$ cat src/hw/cam_pkg.sv
package cam_pkg;

    // ************************************************************************
    // Bus and counter sizes
    // ************************************************************************
    localparam int pixel_width = 12;
    localparam int fifo_width = 8;
    localparam int count_width = 12;

    // Depth of the flip-flop chain that brings the camera bus into clk
    localparam int sync_stages = 4;
    // Clocks between a filtered pixel-clock fall and the sample strobe
    localparam int pix_sample_delay = 2;

    // Frame geometry, scaled down so a full capture simulates quickly
    localparam int valid_line_size = 8;
    localparam int lines_in_frame = 12;
    localparam int n_interleaved_frames = 4;
    // The mean step over a pair of lines has to equal the interleave count
    localparam int interleave_jump_size = 2 * n_interleaved_frames - 1;
    localparam int interleaved_lines_per_frame = lines_in_frame / n_interleaved_frames;

    // Capture FSM timing in system clocks
    localparam int boot_settle_cycles = 64;
    localparam int state_timeout_cycles = 50000;
    localparam int state_timer_width = $clog2(state_timeout_cycles + 1);

    typedef logic [count_width-1:0] count_t;
    typedef logic [4:0] frame_idx_t;
    typedef logic [state_timer_width-1:0] state_timer_t;

    typedef enum logic [1:0] {
        BOOT,
        IDLE,
        WAIT_FRAME_END,
        STREAMING
    } capture_state_t;

    // Parallel camera bus, used both raw and after filtering
    typedef struct packed {
        logic pixclk;
        logic frame_valid;
        logic line_valid;
        logic [pixel_width-1:0] pixel;
    } cam_bus_t;

    typedef struct packed {
        logic pixclk_fell;
        logic sample_strobe;
        logic out_of_frame;
    } cam_events_t;

    typedef struct packed {
        logic line_active;
        count_t pixel_in_line;
        count_t line_in_frame;
        count_t prev_line_in_frame;
        logic line_advanced;
    } line_pos_t;

endpackage
$ cat src/hw/camera_capture_top.sv
`timescale 1ns/1ns

module camera_capture_top (
    input logic clk,
    input logic rst_n,
    input logic pixel_clock,
    input logic frame_valid,
    input logic line_valid,
    input logic [cam_pkg::pixel_width-1:0] pixel_in,
    input logic request_image,
    output logic camera_reset_n,
    output logic image_started,
    output logic image_finished,
    output logic sample_pixel_pulse,
    output logic keep_pixel,
    output logic [cam_pkg::fifo_width-1:0] data_for_fifo
);

    import cam_pkg::*;

    // Camera inputs gathered into one bus so they stay aligned
    cam_bus_t raw_bus;
    cam_bus_t filtered;
    cam_events_t events;
    line_pos_t pos;
    logic streaming;
    logic all_frames_done;

    assign raw_bus = '{
        pixclk: pixel_clock,
        frame_valid: frame_valid,
        line_valid: line_valid,
        pixel: pixel_in
    };

    cam_input_conditioner i_cam_input_conditioner (
        .clk(clk),
        .raw(raw_bus),
        .filtered(filtered),
        .events(events)
    );

    line_tracker i_line_tracker (
        .clk(clk),
        .rst_n(rst_n),
        .filtered(filtered),
        .events(events),
        .pos(pos)
    );

    interleave_sequencer i_interleave_sequencer (
        .clk(clk),
        .rst_n(rst_n),
        .pos(pos),
        .streaming(streaming),
        .all_frames_done(all_frames_done),
        .keep_pixel(keep_pixel)
    );

    capture_fsm i_capture_fsm (
        .clk(clk),
        .rst_n(rst_n),
        .events(events),
        .request_image(request_image),
        .all_frames_done(all_frames_done),
        .camera_reset_n(camera_reset_n),
        .streaming(streaming)
    );

    assign image_started = streaming;
    assign image_finished = ~streaming;
    assign sample_pixel_pulse = events.sample_strobe;
    // Only the upper bits of each pixel go into the FIFO
    assign data_for_fifo = filtered.pixel[pixel_width-1 -: fifo_width];

endmodule

$ cat src/hw/capture_fsm.sv
`timescale 1ns/1ns

module capture_fsm (
    input logic clk,
    input logic rst_n,
    input cam_pkg::cam_events_t events,
    input logic request_image,
    input logic all_frames_done,
    output logic camera_reset_n,
    output logic streaming
);

    import cam_pkg::*;

    // ************************************************************************
    // Capture state machine
    // ************************************************************************

    capture_state_t state;
    // Clocks spent in the current state, cleared on every transition
    state_timer_t state_timer;
    logic timed_out;

    // Last guard against a hang
    // Only the waiting and streaming states can overrun
    assign timed_out = (state_timer > state_timer_t'(state_timeout_cycles))
                     && (state != BOOT)
                     && (state != IDLE);

    always_ff @(posedge clk) begin
        if (!rst_n) begin
            state <= BOOT;
            state_timer <= '0;
            camera_reset_n <= 1'b0;
        end else if (timed_out) begin
            state <= BOOT;
            state_timer <= '0;
        end else begin
            state_timer <= state_timer + state_timer_t'(1);
            case (state)
                BOOT: begin
                    // The sensor stays in reset while things settle
                    camera_reset_n <= 1'b0;
                    if (state_timer >= state_timer_t'(boot_settle_cycles - 1)) begin
                        camera_reset_n <= 1'b1;
                        state <= IDLE;
                        state_timer <= '0;
                    end
                end
                IDLE: begin
                    if (request_image) begin
                        state <= WAIT_FRAME_END;
                        state_timer <= '0;
                    end
                end
                WAIT_FRAME_END: begin
                    // Streaming may only begin in an inter-frame gap
                    // The trackers then come up before the next frame starts
                    if (events.out_of_frame) begin
                        state <= STREAMING;
                        state_timer <= '0;
                    end
                end
                STREAMING: begin
                    // Bytes flow until every interleaved frame is captured
                    if (all_frames_done) begin
                        state <= IDLE;
                        state_timer <= '0;
                    end
                end
                default: begin
                    state <= BOOT;
                    state_timer <= '0;
                end
            endcase
        end
    end

    assign streaming = (state == STREAMING);

endmodule

$ cat src/hw/interleave_sequencer.sv
`timescale 1ns/1ns

module interleave_sequencer (
    input logic clk,
    input logic rst_n,
    input cam_pkg::line_pos_t pos,
    input logic streaming,
    output logic all_frames_done,
    output logic keep_pixel
);

    import cam_pkg::*;

    // ************************************************************************
    // Bayer-preserving interleave
    // ************************************************************************

    // The target line is held three times and voted bit by bit
    // A single upset in one copy cannot send the sequencer to a line that
    // never comes
    count_t target_copy [0:2];
    count_t voted_target;
    // Step taken after a line of the current interleaved frame is kept
    count_t next_target;
    // First line of the following interleaved frame
    count_t restart_target;
    // Line index inside the current interleaved frame
    count_t line_in_iframe;
    frame_idx_t frame_idx;
    logic target_done;

    assign voted_target = (target_copy[2] & target_copy[1])
                        | (target_copy[2] & target_copy[0])
                        | (target_copy[1] & target_copy[0]);

    // Lines are read in pairs so each interleaved frame keeps whole Bayer rows
    // An even target takes its partner line next, an odd one jumps ahead
    // When the jump leaves the frame, the cut-off half pair from an earlier
    // interleaved frame is filled in instead
    always_comb begin
        if (!voted_target[0]) begin
            next_target = voted_target + count_t'(1);
        end else if (voted_target < count_t'(lines_in_frame - interleave_jump_size)) begin
            next_target = voted_target + count_t'(interleave_jump_size);
        end else begin
            next_target = voted_target
                        + count_t'(interleave_jump_size - n_interleaved_frames + 1);
        end
    end

    // Each interleaved frame starts two lines further down than the last one
    assign restart_target = count_t'(frame_idx + 1'b1) << 1;

    // The kept line has just been counted past
    assign target_done = pos.line_advanced && (pos.prev_line_in_frame == voted_target);

    always_ff @(posedge clk) begin
        if (!rst_n || !streaming) begin
            // Everything restarts before each capture
            all_frames_done <= 1'b0;
            line_in_iframe <= '0;
            frame_idx <= '0;
            for (int i = 0; i < 3; i++) begin
                target_copy[i] <= '0;
            end
        end else if (target_done) begin
            if (line_in_iframe >= count_t'(interleaved_lines_per_frame - 1)) begin
                line_in_iframe <= '0;
                if (frame_idx >= frame_idx_t'(n_interleaved_frames - 1)) begin
                    all_frames_done <= 1'b1;
                end else begin
                    frame_idx <= frame_idx + frame_idx_t'(1);
                    for (int i = 0; i < 3; i++) begin
                        target_copy[i] <= restart_target;
                    end
                end
            end else begin
                line_in_iframe <= line_in_iframe + count_t'(1);
                for (int i = 0; i < 3; i++) begin
                    target_copy[i] <= next_target;
                end
            end
        end else if (voted_target >= count_t'(lines_in_frame)) begin
            // A target past the frame would never match, so the image ends
            // early instead of hanging
            all_frames_done <= 1'b1;
        end
    end

    // Write enable for the FIFO, qualified by the sample strobe downstream
    assign keep_pixel = pos.line_active
                      && (pos.line_in_frame == voted_target)
                      && streaming;

endmodule

$ cat src/hw/line_tracker.sv
`timescale 1ns/1ns

module line_tracker (
    input logic clk,
    input logic rst_n,
    input cam_pkg::cam_bus_t filtered,
    input cam_pkg::cam_events_t events,
    output cam_pkg::line_pos_t pos
);

    import cam_pkg::*;

    // ************************************************************************
    // Line state and pixel counter
    // ************************************************************************

    // High while the pixel data belongs to a line
    logic line_active;
    // Set after a full line so that a line valid still high cannot start a
    // second line
    logic waiting_for_line_end;
    // Pixels sampled so far in this line
    // Before and during the strobe it is the column being sampled
    count_t pixel_count;
    logic in_blanking;

    // All data bits read zero during any blanking interval
    assign in_blanking = (filtered.pixel == '0);

    always_ff @(posedge clk) begin
        if (!rst_n) begin
            line_active <= 1'b0;
            waiting_for_line_end <= 1'b0;
            pixel_count <= '0;
        end else if (line_active) begin
            // A line only ends once a full line of pixels has been sampled
            // Greater-or-equal lets a corrupted count still end the line
            if (pixel_count >= count_t'(valid_line_size)) begin
                line_active <= 1'b0;
                pixel_count <= '0;
                waiting_for_line_end <= 1'b1;
            end else if (events.sample_strobe) begin
                pixel_count <= pixel_count + count_t'(1);
            end
        end else begin
            // Line valid must be seen low in blanking before a new line can start
            if (!filtered.line_valid && in_blanking) begin
                waiting_for_line_end <= 1'b0;
            end
            if (filtered.line_valid && !waiting_for_line_end) begin
                line_active <= 1'b1;
            end
        end
    end

    // ************************************************************************
    // Line counter
    // ************************************************************************

    // All line counts advance in the blanking that follows a finished line
    count_t line_count;
    // Usually the line before, except at the frame wrap
    count_t prev_line_count;
    // Allows one advance per line
    logic can_advance;
    logic line_advanced;

    always_ff @(posedge clk) begin
        if (!rst_n) begin
            line_count <= '0;
            prev_line_count <= '0;
            can_advance <= 1'b0;
            line_advanced <= 1'b0;
        end else begin
            line_advanced <= 1'b0;

            // Line valid low, line state done and data in blanking together
            // confirm that the line is really over
            if (!filtered.line_valid && !line_active && in_blanking && can_advance) begin
                can_advance <= 1'b0;
                prev_line_count <= line_count;
                line_count <= line_count + count_t'(1);
                line_advanced <= 1'b1;
            end

            // Being back inside a line re-arms the counter
            if (line_active && !can_advance) begin
                can_advance <= 1'b1;
            end

            // The inter-frame gap restarts the count
            // It overrides an advance taken on the same clock
            if (events.out_of_frame && !line_active) begin
                prev_line_count <= line_count;
                line_count <= '0;
            end
        end
    end

    assign pos.line_active = line_active;
    assign pos.pixel_in_line = pixel_count;
    assign pos.line_in_frame = line_count;
    assign pos.prev_line_in_frame = prev_line_count;
    assign pos.line_advanced = line_advanced;

endmodule

$ cat src/hw/cam_input_conditioner.sv
`timescale 1ns/1ns

module cam_input_conditioner (
    input logic clk,
    input cam_pkg::cam_bus_t raw,
    output cam_pkg::cam_bus_t filtered,
    output cam_pkg::cam_events_t events
);

    import cam_pkg::*;

    // ************************************************************************
    // Synchronizer and consensus buffer
    // ************************************************************************

    // The whole bus moves as one word so every bit sees the same latency
    cam_bus_t sync_chain [0:sync_stages];
    // Last three synchronized samples feed the majority vote
    cam_bus_t vote_buf [0:2];
    // Filtered bus one clock late, used for edge detection
    cam_bus_t filtered_prev;
    logic [pix_sample_delay-1:0] strobe_pipe;
    logic pixclk_fell;

    // Every camera signal is asynchronous to clk, so all of them go through
    // the flip-flop chain before anything looks at them
    always_ff @(posedge clk) begin
        sync_chain[0] <= raw;
        for (int i = 1; i <= sync_stages; i++) begin
            sync_chain[i] <= sync_chain[i-1];
        end
    end

    // Three buffered samples give the majority filter its inputs
    // There are only four clocks per pixel-clock half period, so three is the most
    // that still follows the bus
    always_ff @(posedge clk) begin
        vote_buf[0] <= sync_chain[sync_stages];
        vote_buf[1] <= vote_buf[0];
        vote_buf[2] <= vote_buf[1];
    end

    // Two-of-three vote per bit removes any single-clock glitch
    assign filtered = cam_bus_t'((vote_buf[2] & vote_buf[1])
                               | (vote_buf[2] & vote_buf[0])
                               | (vote_buf[1] & vote_buf[0]));

    // ************************************************************************
    // Edge detection and sample strobe
    // ************************************************************************

    always_ff @(posedge clk) begin
        filtered_prev <= filtered;
    end

    // One-clock pulse on the falling edge of the filtered pixel clock
    assign pixclk_fell = filtered_prev.pixclk & ~filtered.pixclk;

    // The sensor changes data on the pixel-clock rise, so sampling a couple
    // of clocks after the fall lands in the middle of a stable pixel
    always_ff @(posedge clk) begin
        strobe_pipe[0] <= pixclk_fell;
        for (int i = 1; i < pix_sample_delay; i++) begin
            strobe_pipe[i] <= strobe_pipe[i-1];
        end
    end

    assign events.pixclk_fell = pixclk_fell;
    assign events.sample_strobe = strobe_pipe[pix_sample_delay-1];

    // Taken only from the inputs, so noisier than the tracked state but
    // certain whenever it is seen
    // Blanking between frames drives all data bits to zero
    assign events.out_of_frame = ~filtered.frame_valid
                               & ~filtered.line_valid
                               & (filtered.pixel == '0);

endmodule

$ cat config.mk
export PLATFORM = sky130hd
export DESIGN_NAME = camera_capture_top
export DESIGN_NICKNAME = d
export VERILOG_FILES = /design/src/hw/cam_pkg.sv /design/src/hw/camera_capture_top.sv /design/src/hw/capture_fsm.sv /design/src/hw/interleave_sequencer.sv /design/src/hw/line_tracker.sv /design/src/hw/cam_input_conditioner.sv
export SDC_FILE = /design/constraint.sdc
export NUM_CORES = 1
export LEC_CHECK = 0
export ABC_AREA = 1
export BUFFER_PORTS_ARGS = -buffer_cell sky130_fd_sc_hd__buf_2
export CAP_MARGIN = 20
export CORE_MARGIN = 3
export CORE_UTILIZATION = 55
export CTS_BUF_LIST = sky130_fd_sc_hd__clkbuf_4
export CTS_CLUSTER_DIAMETER = 50
export DETAILED_ROUTE_END_ITERATION = 12
export MAX_ROUTING_LAYER = met4
export PLACE_DENSITY = 0.81
export SLEW_MARGIN = 5
export SYNTH_ARGS = -nofsm -noshare
export SYNTH_HDL_FRONTEND = slang
export SYNTH_SLANG_ARGS = --single-unit
$ cat constraint.sdc
create_clock -name clk -period 6.35 [get_ports clk]
set_clock_uncertainty 0.05 [all_clocks]
set_input_delay 0.635 -clock clk [delete_from_list [all_inputs] [get_ports clk]]
set_output_delay 0.635 -clock clk [all_outputs]
set_load 0.01 [all_outputs]
Word-level counts from Yosys, hierarchy flattened
Memory sizes are Yosys's and may differ from the RTL's.
Cells that the tools add are included.

cells by class
  magnitude comparators = 7
  muxes and demuxes = 48
  reduce and logical (&&, ||, !) cells = 35
  bitwise logic cells = 26
  equality and inequality tests = 13
  add/subtract/negate cells = 9

operators by type and width
  kind                                                   count
  two-way mux 12 bit                                     13
  two-way mux 16 bit                                     4
  one-hot mux 16 bit (4 select lines)                    1
  adder 12 x 1 -> 12 bit (second input constant)         4
  bitwise AND 15 bit                                     3
  bitwise AND 12 bit                                     3
  bitwise OR 15 bit                                      2
  two-way mux 1 bit                                      25
  adder 12 x 3 -> 12 bit (second input constant)         2
  == test 12 bit                                         2
  >= comparator 12 x 4 -> 1 bit (second input constant)  2
  bitwise OR 12 bit                                      2
  adder 16 x 1 -> 16 bit (second input constant)         1
  >= comparator 16 x 6 -> 1 bit (second input constant)  1
  > comparator 16 bit (second input constant)            1
  >= comparator 12 x 2 -> 1 bit (second input constant)  1
  logical AND 1 bit                                      12
  zero test 12 bit                                       1
  < comparator 12 x 3 -> 1 bit (second input constant)   1
  != test 2 bit (second input constant)                  6
  nonzero test 2 bit                                     6
  two-way mux 2 bit                                      4
  one-hot mux 2 bit (4 select lines)                     1
  NOT 1 bit                                              7
  other kinds (15)                                       33

word-level totals
  memories kept = 3
  memory bits (writable) = 156
  flip-flop bits (word level) = 80
  output and inout bits = 13

memory list
  name                                depth  bits a word  read ports  clocked after memory_dff  wr ports  RTL line                     source
  i_cam_input_conditioner.sync_chain  5      15           5           0                         5         cam_input_conditioner.sv:17  cam_bus_t sync_chain [0:sync_stages];
  i_cam_input_conditioner.vote_buf    3      15           3           0                         3         cam_input_conditioner.sv:19  cam_bus_t vote_buf [0:2];
  i_interleave_sequencer.target_copy  3      12           3           0                         3         interleave_sequencer.sv:21   count_t target_copy [0:2];

Depth between registers and ports, before layout
Gate-level depths: netlist of run 1.
An unclocked memory read counts as a cell.

  depth after elaboration = 11
  depth in mapped cells = 12
  mapped depth without buffers = 12

By module
A second synthesis of run 1 with hierarchy kept.

unflattened totals
  cell total of the unflattened synthesis = 946
  area total of the unflattened synthesis = 7943.9 um^2

by module, submodules not included
  module                 area an instance (um^2)  sequential area each (um^2)  cells each  times used
  cam_input_conditioner  2876.5                   2462.4                       226         1
  interleave_sequencer   2058.2                   720.7                        300         1
  line_tracker           1883.1                   800.8                        264         1
  capture_fsm            1122.3                   380.4                        155         1
  camera_capture_top     3.8                      0.0                          1           1

Least setup slack after synthesis of run 1
OpenSTA, ideal clock, no wires.

  kind = register to register
  start point = reg i_interleave_sequencer.line_in_iframe[0]
  end point = reg (tool-made name)
  setup time = 298 ps
  stages on the path, launching flop included = 12
  arrival = 1769 ps
  period minus slack after synthesis = 2117 ps
  setup slack = 4233 ps
  path through = dfxtp_1 -> inv_1 -> ha_1 -> nor2_1 -> nand3_1 -> nor3_1 -> inv_1 -> nand2_1 -> nand3_1 -> nand2_1 -> inv_1 -> nor2_1

RTL lines
  element                 RTL line                    source
  from (decl)             interleave_sequencer.sv:28  count_t line_in_iframe;
  from (signal assigned)  interleave_sequencer.sv:78  line_in_iframe <= line_in_iframe + count_t'(1);

==> impl_metrics.py, run 1 <==
metrics = {
    "run_status": {
        "status": "completed",
    },
    "placed_design": {
        "place.gp.congestion": 0.876,
        "placed_cells": 1015,
        "pre_cts_ws_ps": 3650,
        "port_buffers": 30,
        "dp_hpwl_um": 8550,
    },
    "route": {
        "dr.max_layer_used": "met4",
        "num_vias": 5366,
        "drc": 0,
        "post_drt_wl_per_cell_um": 11.5,
        "drt_iter0_drc": 352,
        "wl_met1_um": 5720,
        "dr_wl_met2_um": 5940,
        "postRouteAntennaNets": 0,
        "drtPass1Iterations": 5,
        "wirelength_um": 12600,
        "vias_per_cell": 4.90,
        "wl_met3_um": 819,
    },
    "power_and_ir_drop": {
        "ir_worst_vdd_mv": 0.253,
        "p_total_mw": 2.45,
        "power.density_mw_per_mm2": 295,
        "leakagePower_nw": 3.64,
    },
    "synth": {
        "syn_area_per_cell_um2": 8.97,
        "synth_top_area_share_pct": 53.5,
        "yosysTopAreaCell": "dfxtp_1",
        "yosysSeqAreaShare_pct": 58.3,
        "syn_area_mm2": 0.00749,
        "yosys_most_used_dff": "dfxtp_1",
        "synth_cell_type_count": 45,
        "ys_warn_count": 0,
        "synth_area_leaders": "dfxtp_1, nand2_1, inv_1",
        "synthArstFlopShare_pct": 0,
        "synth-seq-cells": 212,
        "synth-edff-count": 12,
        "synth_nets": 870,
        "netlist_instances": 835,
    },
    "floorplanning": {
        "die_x_um": 123,
        "core_mm2": 0.0130,
        "std_cell_rows": 41,
        "dieArea_mm2": 0.0150,
        "io_pins": 31,
        "initial_core_util_pct": 57.7,
        "chipHeight_um": 123,
    },
    "grt": {
        "first_global_vias": 5165,
        "grt_max_degree": 21,
        "overflow": 0,
        "track_usage_pct": 18.2,
        "antenna_found_initial": 0,
        "grt_pass1_wl_um": 22000,
    },
    "sta": {
        "worstMarginPinSlew_ps": 913,
        "finalSetupTns_ps": 0,
        "rsz0062_at_grt": "no",
        "finalHoldViolations": 0,
        "min_period_ps": 3000,
        "timing.slew.headroom_pct": 38.7,
        "setup_ws_ps": 3350,
        "setup_viol": 0,
        "slew_viol_final": 0,
        "fin_crit_sh_pct": 47.3,
        "fmax_ghz": 0.333,
    },
    "clocking": {
        "cts.path.max_buffers": 3,
        "cts_tree": "built",
        "cts_resized": 0,
        "path_clk_slew_ps": 60,
        "cts-root-buf": "clkbuf_4",
        "htreeDepth": 2,
        "cts.sink_count": 212,
        "clk_latency_ps": 640,
        "postCtsSetupBuffers": 0,
        "cts_hold_buf": 0,
        "cts-buffers-inserted": 49,
    },
    "run": {
        "max_cap_viol_count": 0,
    },
    "layout": {
        "final_cells": 1095,
        "syn_to_final_growth_pct": 10.9,
        "nFillCells": 1076,
        "post-route-util_pct": 64.0,
        "diodes": 0,
        "drive_gt1_share_pct": 14.2,
        "layout_commonest_cell": "dfxtp_1",
        "final_cell_mix": "dfxtp_1, nand2_1, inv_1",
        "nNetsFinal": 930,
    },
    "critical_path": {
        "startpoint": "i_interleave_sequencer.target_copy[0][24]$_SDFFCE_PP0P_",
        "critical_path_class": "flip-flop to primary output",
        "cp_max_fo": 8,
        "end_kind": "primary output",
        "worstPathRequired_ps": 5660,
        "cp.arrival_ps": 2320,
        "cp-start-kind": "flip-flop",
        "r2r_start": "i_interleave_sequencer.line_in_iframe[0]$_SDFFE_PP0P_",
    },
    "worst_hold_path": {
        "hp-class": "input port to flip-flop",
        "hold_path_startpoint": "pixel_clock",
    },
}
[state kept, by name, indices dropped and copies added, names as in the netlist, 11 cells and up, named ones only]
register and flops:
i_line_tracker.prev_line_count 12, i_cam_input_conditioner.sync_chain 75, i_line_tracker.line_count 12, i_interleave_sequencer.line_in_iframe 12
i_line_tracker.pixel_count 12, i_interleave_sequencer.target_copy 11, i_capture_fsm.state_timer 16, i_cam_input_conditioner.vote_buf 45
[cell families after synthesis]
| kind of cell | synth area share, % |
|---|---|
| XOR/XNOR | 3.63 |
| AO/OA/AOI/OAI | 5.63 |
| flip-flops | 58.3 |
| buffers and inverters | 7.50 |
| AND/OR/NAND/NOR | 22.0 |
| adder cells (fa/ha/maj) | 2.97 |
[power breakdown]
part	internal (mW)	switching, mW
logic	0.0204	0.0311
registers	1.39	0.0191
clock network	0.517	0.478
total	1.92	0.528
[area by class of cell]
class                   instances  area [µm²]  area share, %
clock buffers                  72         541           6.51
clock inverters                 7        41.3          0.497
inverters                     112         420           5.06
multi-input cells             489        2560           30.8
flip-flops and latches        212        4360           52.6
well taps                     172         215           2.59
repair buffers                 31         160           1.93
[worst max-delay path, stage by stage (launching register included)]
cell	delay, ps
edfxtp_1	490
inv_2	190
o22ai_1	110
a2111oi_0	450
nand3_1	120
nor2_1	160
buf_2	160
[worst paths after layout]
check	to	slack [ps]	depth (start not counted)
worst max register to register	flip-flop	3910	11
worst max-delay path	keep_pixel	3350	6
worst min-delay path	i_cam_input_conditioner.sync_chain[0][14]$_DFF_P_	70	1
worst min register to register	i_cam_input_conditioner.strobe_pipe[1]$_DFF_P_	250	0
[Yosys cell counts, drive strengths merged, types with 17 or more instances]
library cell	count
xor2	23
nor2	99
dfxtp	200
a21oi	23
nor3	34
o21ai	31
nand4	20
ha	17
buf	17
inv	111
nand2	152
nand3	49
[per-layer routing]
| layer | track usage (%) | vias up |
|---|---|---|
| met5 | - | - |
| met4 | 6.30 | 0 |
| met3 | 4.93 | 13 |
| met2 | 29.2 | 141 |
| met1 | 22.1 | 2408 |
| li1 | - | 2804 |
[through the flow]
stage	area [µm²]	hold slack [ps]
2_1_floorplan	7490	260
3_3_place_gp	7710	259
3_5_place_dp	7710	262
4_1_cts	8290	10.5
5_1_grt	8300	2.20
6_report	8300	74.9
No activity file was read; power rests on OpenSTA's default activity.
==> inputs of run 2 (changes only) <==
--- a/config.mk
+++ b/config.mk
@@ -14,7 +14,7 @@
 export CTS_CLUSTER_DIAMETER = 50
 export DETAILED_ROUTE_END_ITERATION = 12
 export MAX_ROUTING_LAYER = met4
-export PLACE_DENSITY = 0.81
+export PLACE_DENSITY = 0.84
 export SLEW_MARGIN = 5
 export SYNTH_ARGS = -nofsm -noshare
 export SYNTH_HDL_FRONTEND = slang
==> constraint.sdc (replaced) <==
create_clock -name clk -period 2.75 [get_ports clk]
set_clock_uncertainty 0.05 [all_clocks]
set_input_delay 0.275 -clock clk [delete_from_list [all_inputs] [get_ports clk]]
set_output_delay 0.275 -clock clk [all_outputs]
set_load 0.01 [all_outputs]
==> impl_metrics.py, run 2 (synthesis results as in run 1) <==
metrics = {
    "layout": {
        "fin_area_mm2": 0.00857,
        "final_cell_mix": "dfxtp_1, nand2_1, inv_1",
        "nNetsFinal": 950,
        "post-route-util_pct": 66.0,
        "drive_gt1_share_pct": 14.5,
        "largest_register": "i_cam_input_conditioner.sync_chain",
        "largest_reg_flops": 75,
        "multiInputGateArea_mm2": 0.00256,
        "diodes": 0,
        "layout_commonest_cell": "dfxtp_1",
        "syn_to_final_growth_pct": 14.5,
        "top_regs": "i_cam_input_conditioner.sync_chain x75, i_cam_input_conditioner.vote_buf x45, i_capture_fsm.state_timer x16",
        "seqCellArea_mm2": 0.00436,
        "nFillCells": 1022,
    },
    "power_and_ir_drop": {
        "leakagePower_nw": 3.76,
        "power.density_mw_per_mm2": 701,
        "ir_worst_vdd_mv": 0.712,
        "p_total_mw": 6.01,
    },
    "clocking": {
        "clk_latency_ps": 640,
        "cts.path.max_buffers": 3,
        "path_clk_slew_ps": 70,
        "cts_tree": "built",
        "cts-root-buf": "clkbuf_4",
        "cts.sink_count": 212,
        "htreeDepth": 2,
        "cts_resized": 0,
        "cts-buffers-inserted": 51,
    },
    "placed_design": {
        "pre_cts_ws_ps": 498,
        "dpl_cell_area_mm2": 0.00773,
        "place.gp.congestion": 0.915,
        "dp_hpwl_um": 8580,
        "port_buffers": 30,
    },
    "worst_hold_path": {
        "hold_end": "i_capture_fsm.state_timer[6]$_SDFF_PP0_",
        "hold_path_startpoint": "request_image",
        "hp-class": "input port to flip-flop",
        "whs_path_depth": 6,
    },
    "sta": {
        "timing.slew.headroom_pct": 64.0,
        "setup_viol": 0,
        "finalHoldViolations": 0,
        "fmax_ghz": 0.398,
        "min_period_ps": 2520,
        "rsz0062_at_grt": "no",
        "setup_ws_ps": 235,
        "finalSetupTns_ps": 0,
        "worstMarginPinSlew_ps": 539,
        "fin_crit_sh_pct": 91.5,
        "slew_viol_final": 0,
    },
    "run": {
        "max_cap_viol_count": 0,
    },
    "grt": {
        "first_global_vias": 5242,
        "overflow": 0,
        "grt_pass1_wl_um": 22800,
        "antenna_found_initial": 0,
        "grt_max_degree": 21,
        "track_usage_pct": 19.1,
    },
    "critical_path": {
        "cp-start-kind": "flip-flop",
        "critical_path_class": "flip-flop to primary output",
        "cp_max_fo": 6,
        "cp.arrival_ps": 2190,
        "r2r_slack_ps": 490,
        "cp_slowest_cell": "edfxtp_1",
        "path_buf_inv": 2,
        "cp_top_family": "flip-flops",
        "path_cells": "inv_1 -> nand2_1 -> a221oi_1 -> nand3_1 -> nor2_1 -> buf_2",
        "end_kind": "primary output",
        "slowest_delay_ps": 510,
        "r2r_start": "i_interleave_sequencer.line_in_iframe[0]$_SDFFE_PP0P_",
        "r2r_cells": 12,
        "worstPathRequired_ps": 2420,
    },
    "route": {
        "drt_iter0_drc": 365,
        "wirelength_um": 13300,
        "num_vias": 5526,
        "vias_per_cell": 4.93,
        "drtPass1Iterations": 5,
        "postRouteAntennaNets": 0,
        "post_drt_wl_per_cell_um": 11.8,
        "drc": 0,
    },
    "floorplanning": {
        "dieArea_mm2": 0.0150,
        "std_cell_rows": 41,
        "die_x_um": 123,
        "io_pins": 31,
        "initial_core_util_pct": 57.7,
        "chipHeight_um": 123,
        "core_mm2": 0.0130,
    },
    "run_status": {
        "status": "completed",
    },
}
[run 2: worst register-to-register path, stage by stage (launching register included)]
cell     delay [ps]
dfxtp_1         370
inv_1            60
ha_1            180
nor2_1           80
nand3_1          70
nor3_1          410
inv_1           110
nand2_1          80
nand3_1          70
nand2_1          70
buf_4           210
inv_1            80
nor2_1          130
[run 2: layer usage]
metal,global-route usage (%),wire (µm),share of wire [%],up-vias
met2,30.4,6230,47,147
met4,7.77,361,2.7,0
li1,-,-,-,2850
met1,23.0,5950,45,2490
met3,5.16,737,5.6,39
met5,-,0,0,-
[run 2: area by class of cell]
type / instances / area share [%]
clock buffers: 75 / 6.57
clock inverters: 12 / 1.31
inverters: 112 / 4.91
multi-input cells: 489 / 29.9
flip-flops and latches: 212 / 50.9
well taps: 172 / 2.51
repair buffers: 49 / 3.88
[run 2: repair_timing]
| action | in CTS | in global routing |
|---|---|---|
| setup buffers | 0 | 0 |
| hold buffers | 16 | 0 |
| hold endpoints to repair | 30 | 0 |
[run 2: through the flow]
step	cells	hold slack, ps
final	1121	62.3
after global routing	1121	119
after CTS	1121	20.7
after detailed placement	1018	262
after global placement	1018	259
after floorplan	835	253
[run 2: worst max-delay path by stage]
stage                                                           from          to  slack, ps  cells after the start
2_1_floorplan  i_interleave_sequencer.line_in_iframe[0]$_SDFFE_PP0P_   flip-flop        630                     11
3_3_place_gp   i_interleave_sequencer.line_in_iframe[0]$_SDFFE_PP0P_   flip-flop        620                     12
3_5_place_dp   i_interleave_sequencer.line_in_iframe[0]$_SDFFE_PP0P_   flip-flop        500                     12
4_1_cts                          i_capture_fsm.state[0]$_SDFFE_PP0P_  keep_pixel        260                      6
5_1_grt                          i_capture_fsm.state[0]$_SDFFE_PP0P_  keep_pixel         90                      6
6_report         i_interleave_sequencer.target_copy[0][30]$_DFFE_PP_  keep_pixel        230                      6
[run 2: power by group]
group | total, mW | switching, mW | internal [mW]
Combinational | 0.138 | 0.0755 | 0.0622
Sequential | 3.25 | 0.0474 | 3.20
Clock | 2.62 | 1.18 | 1.44
Total | 6.01 | 1.30 | 4.70
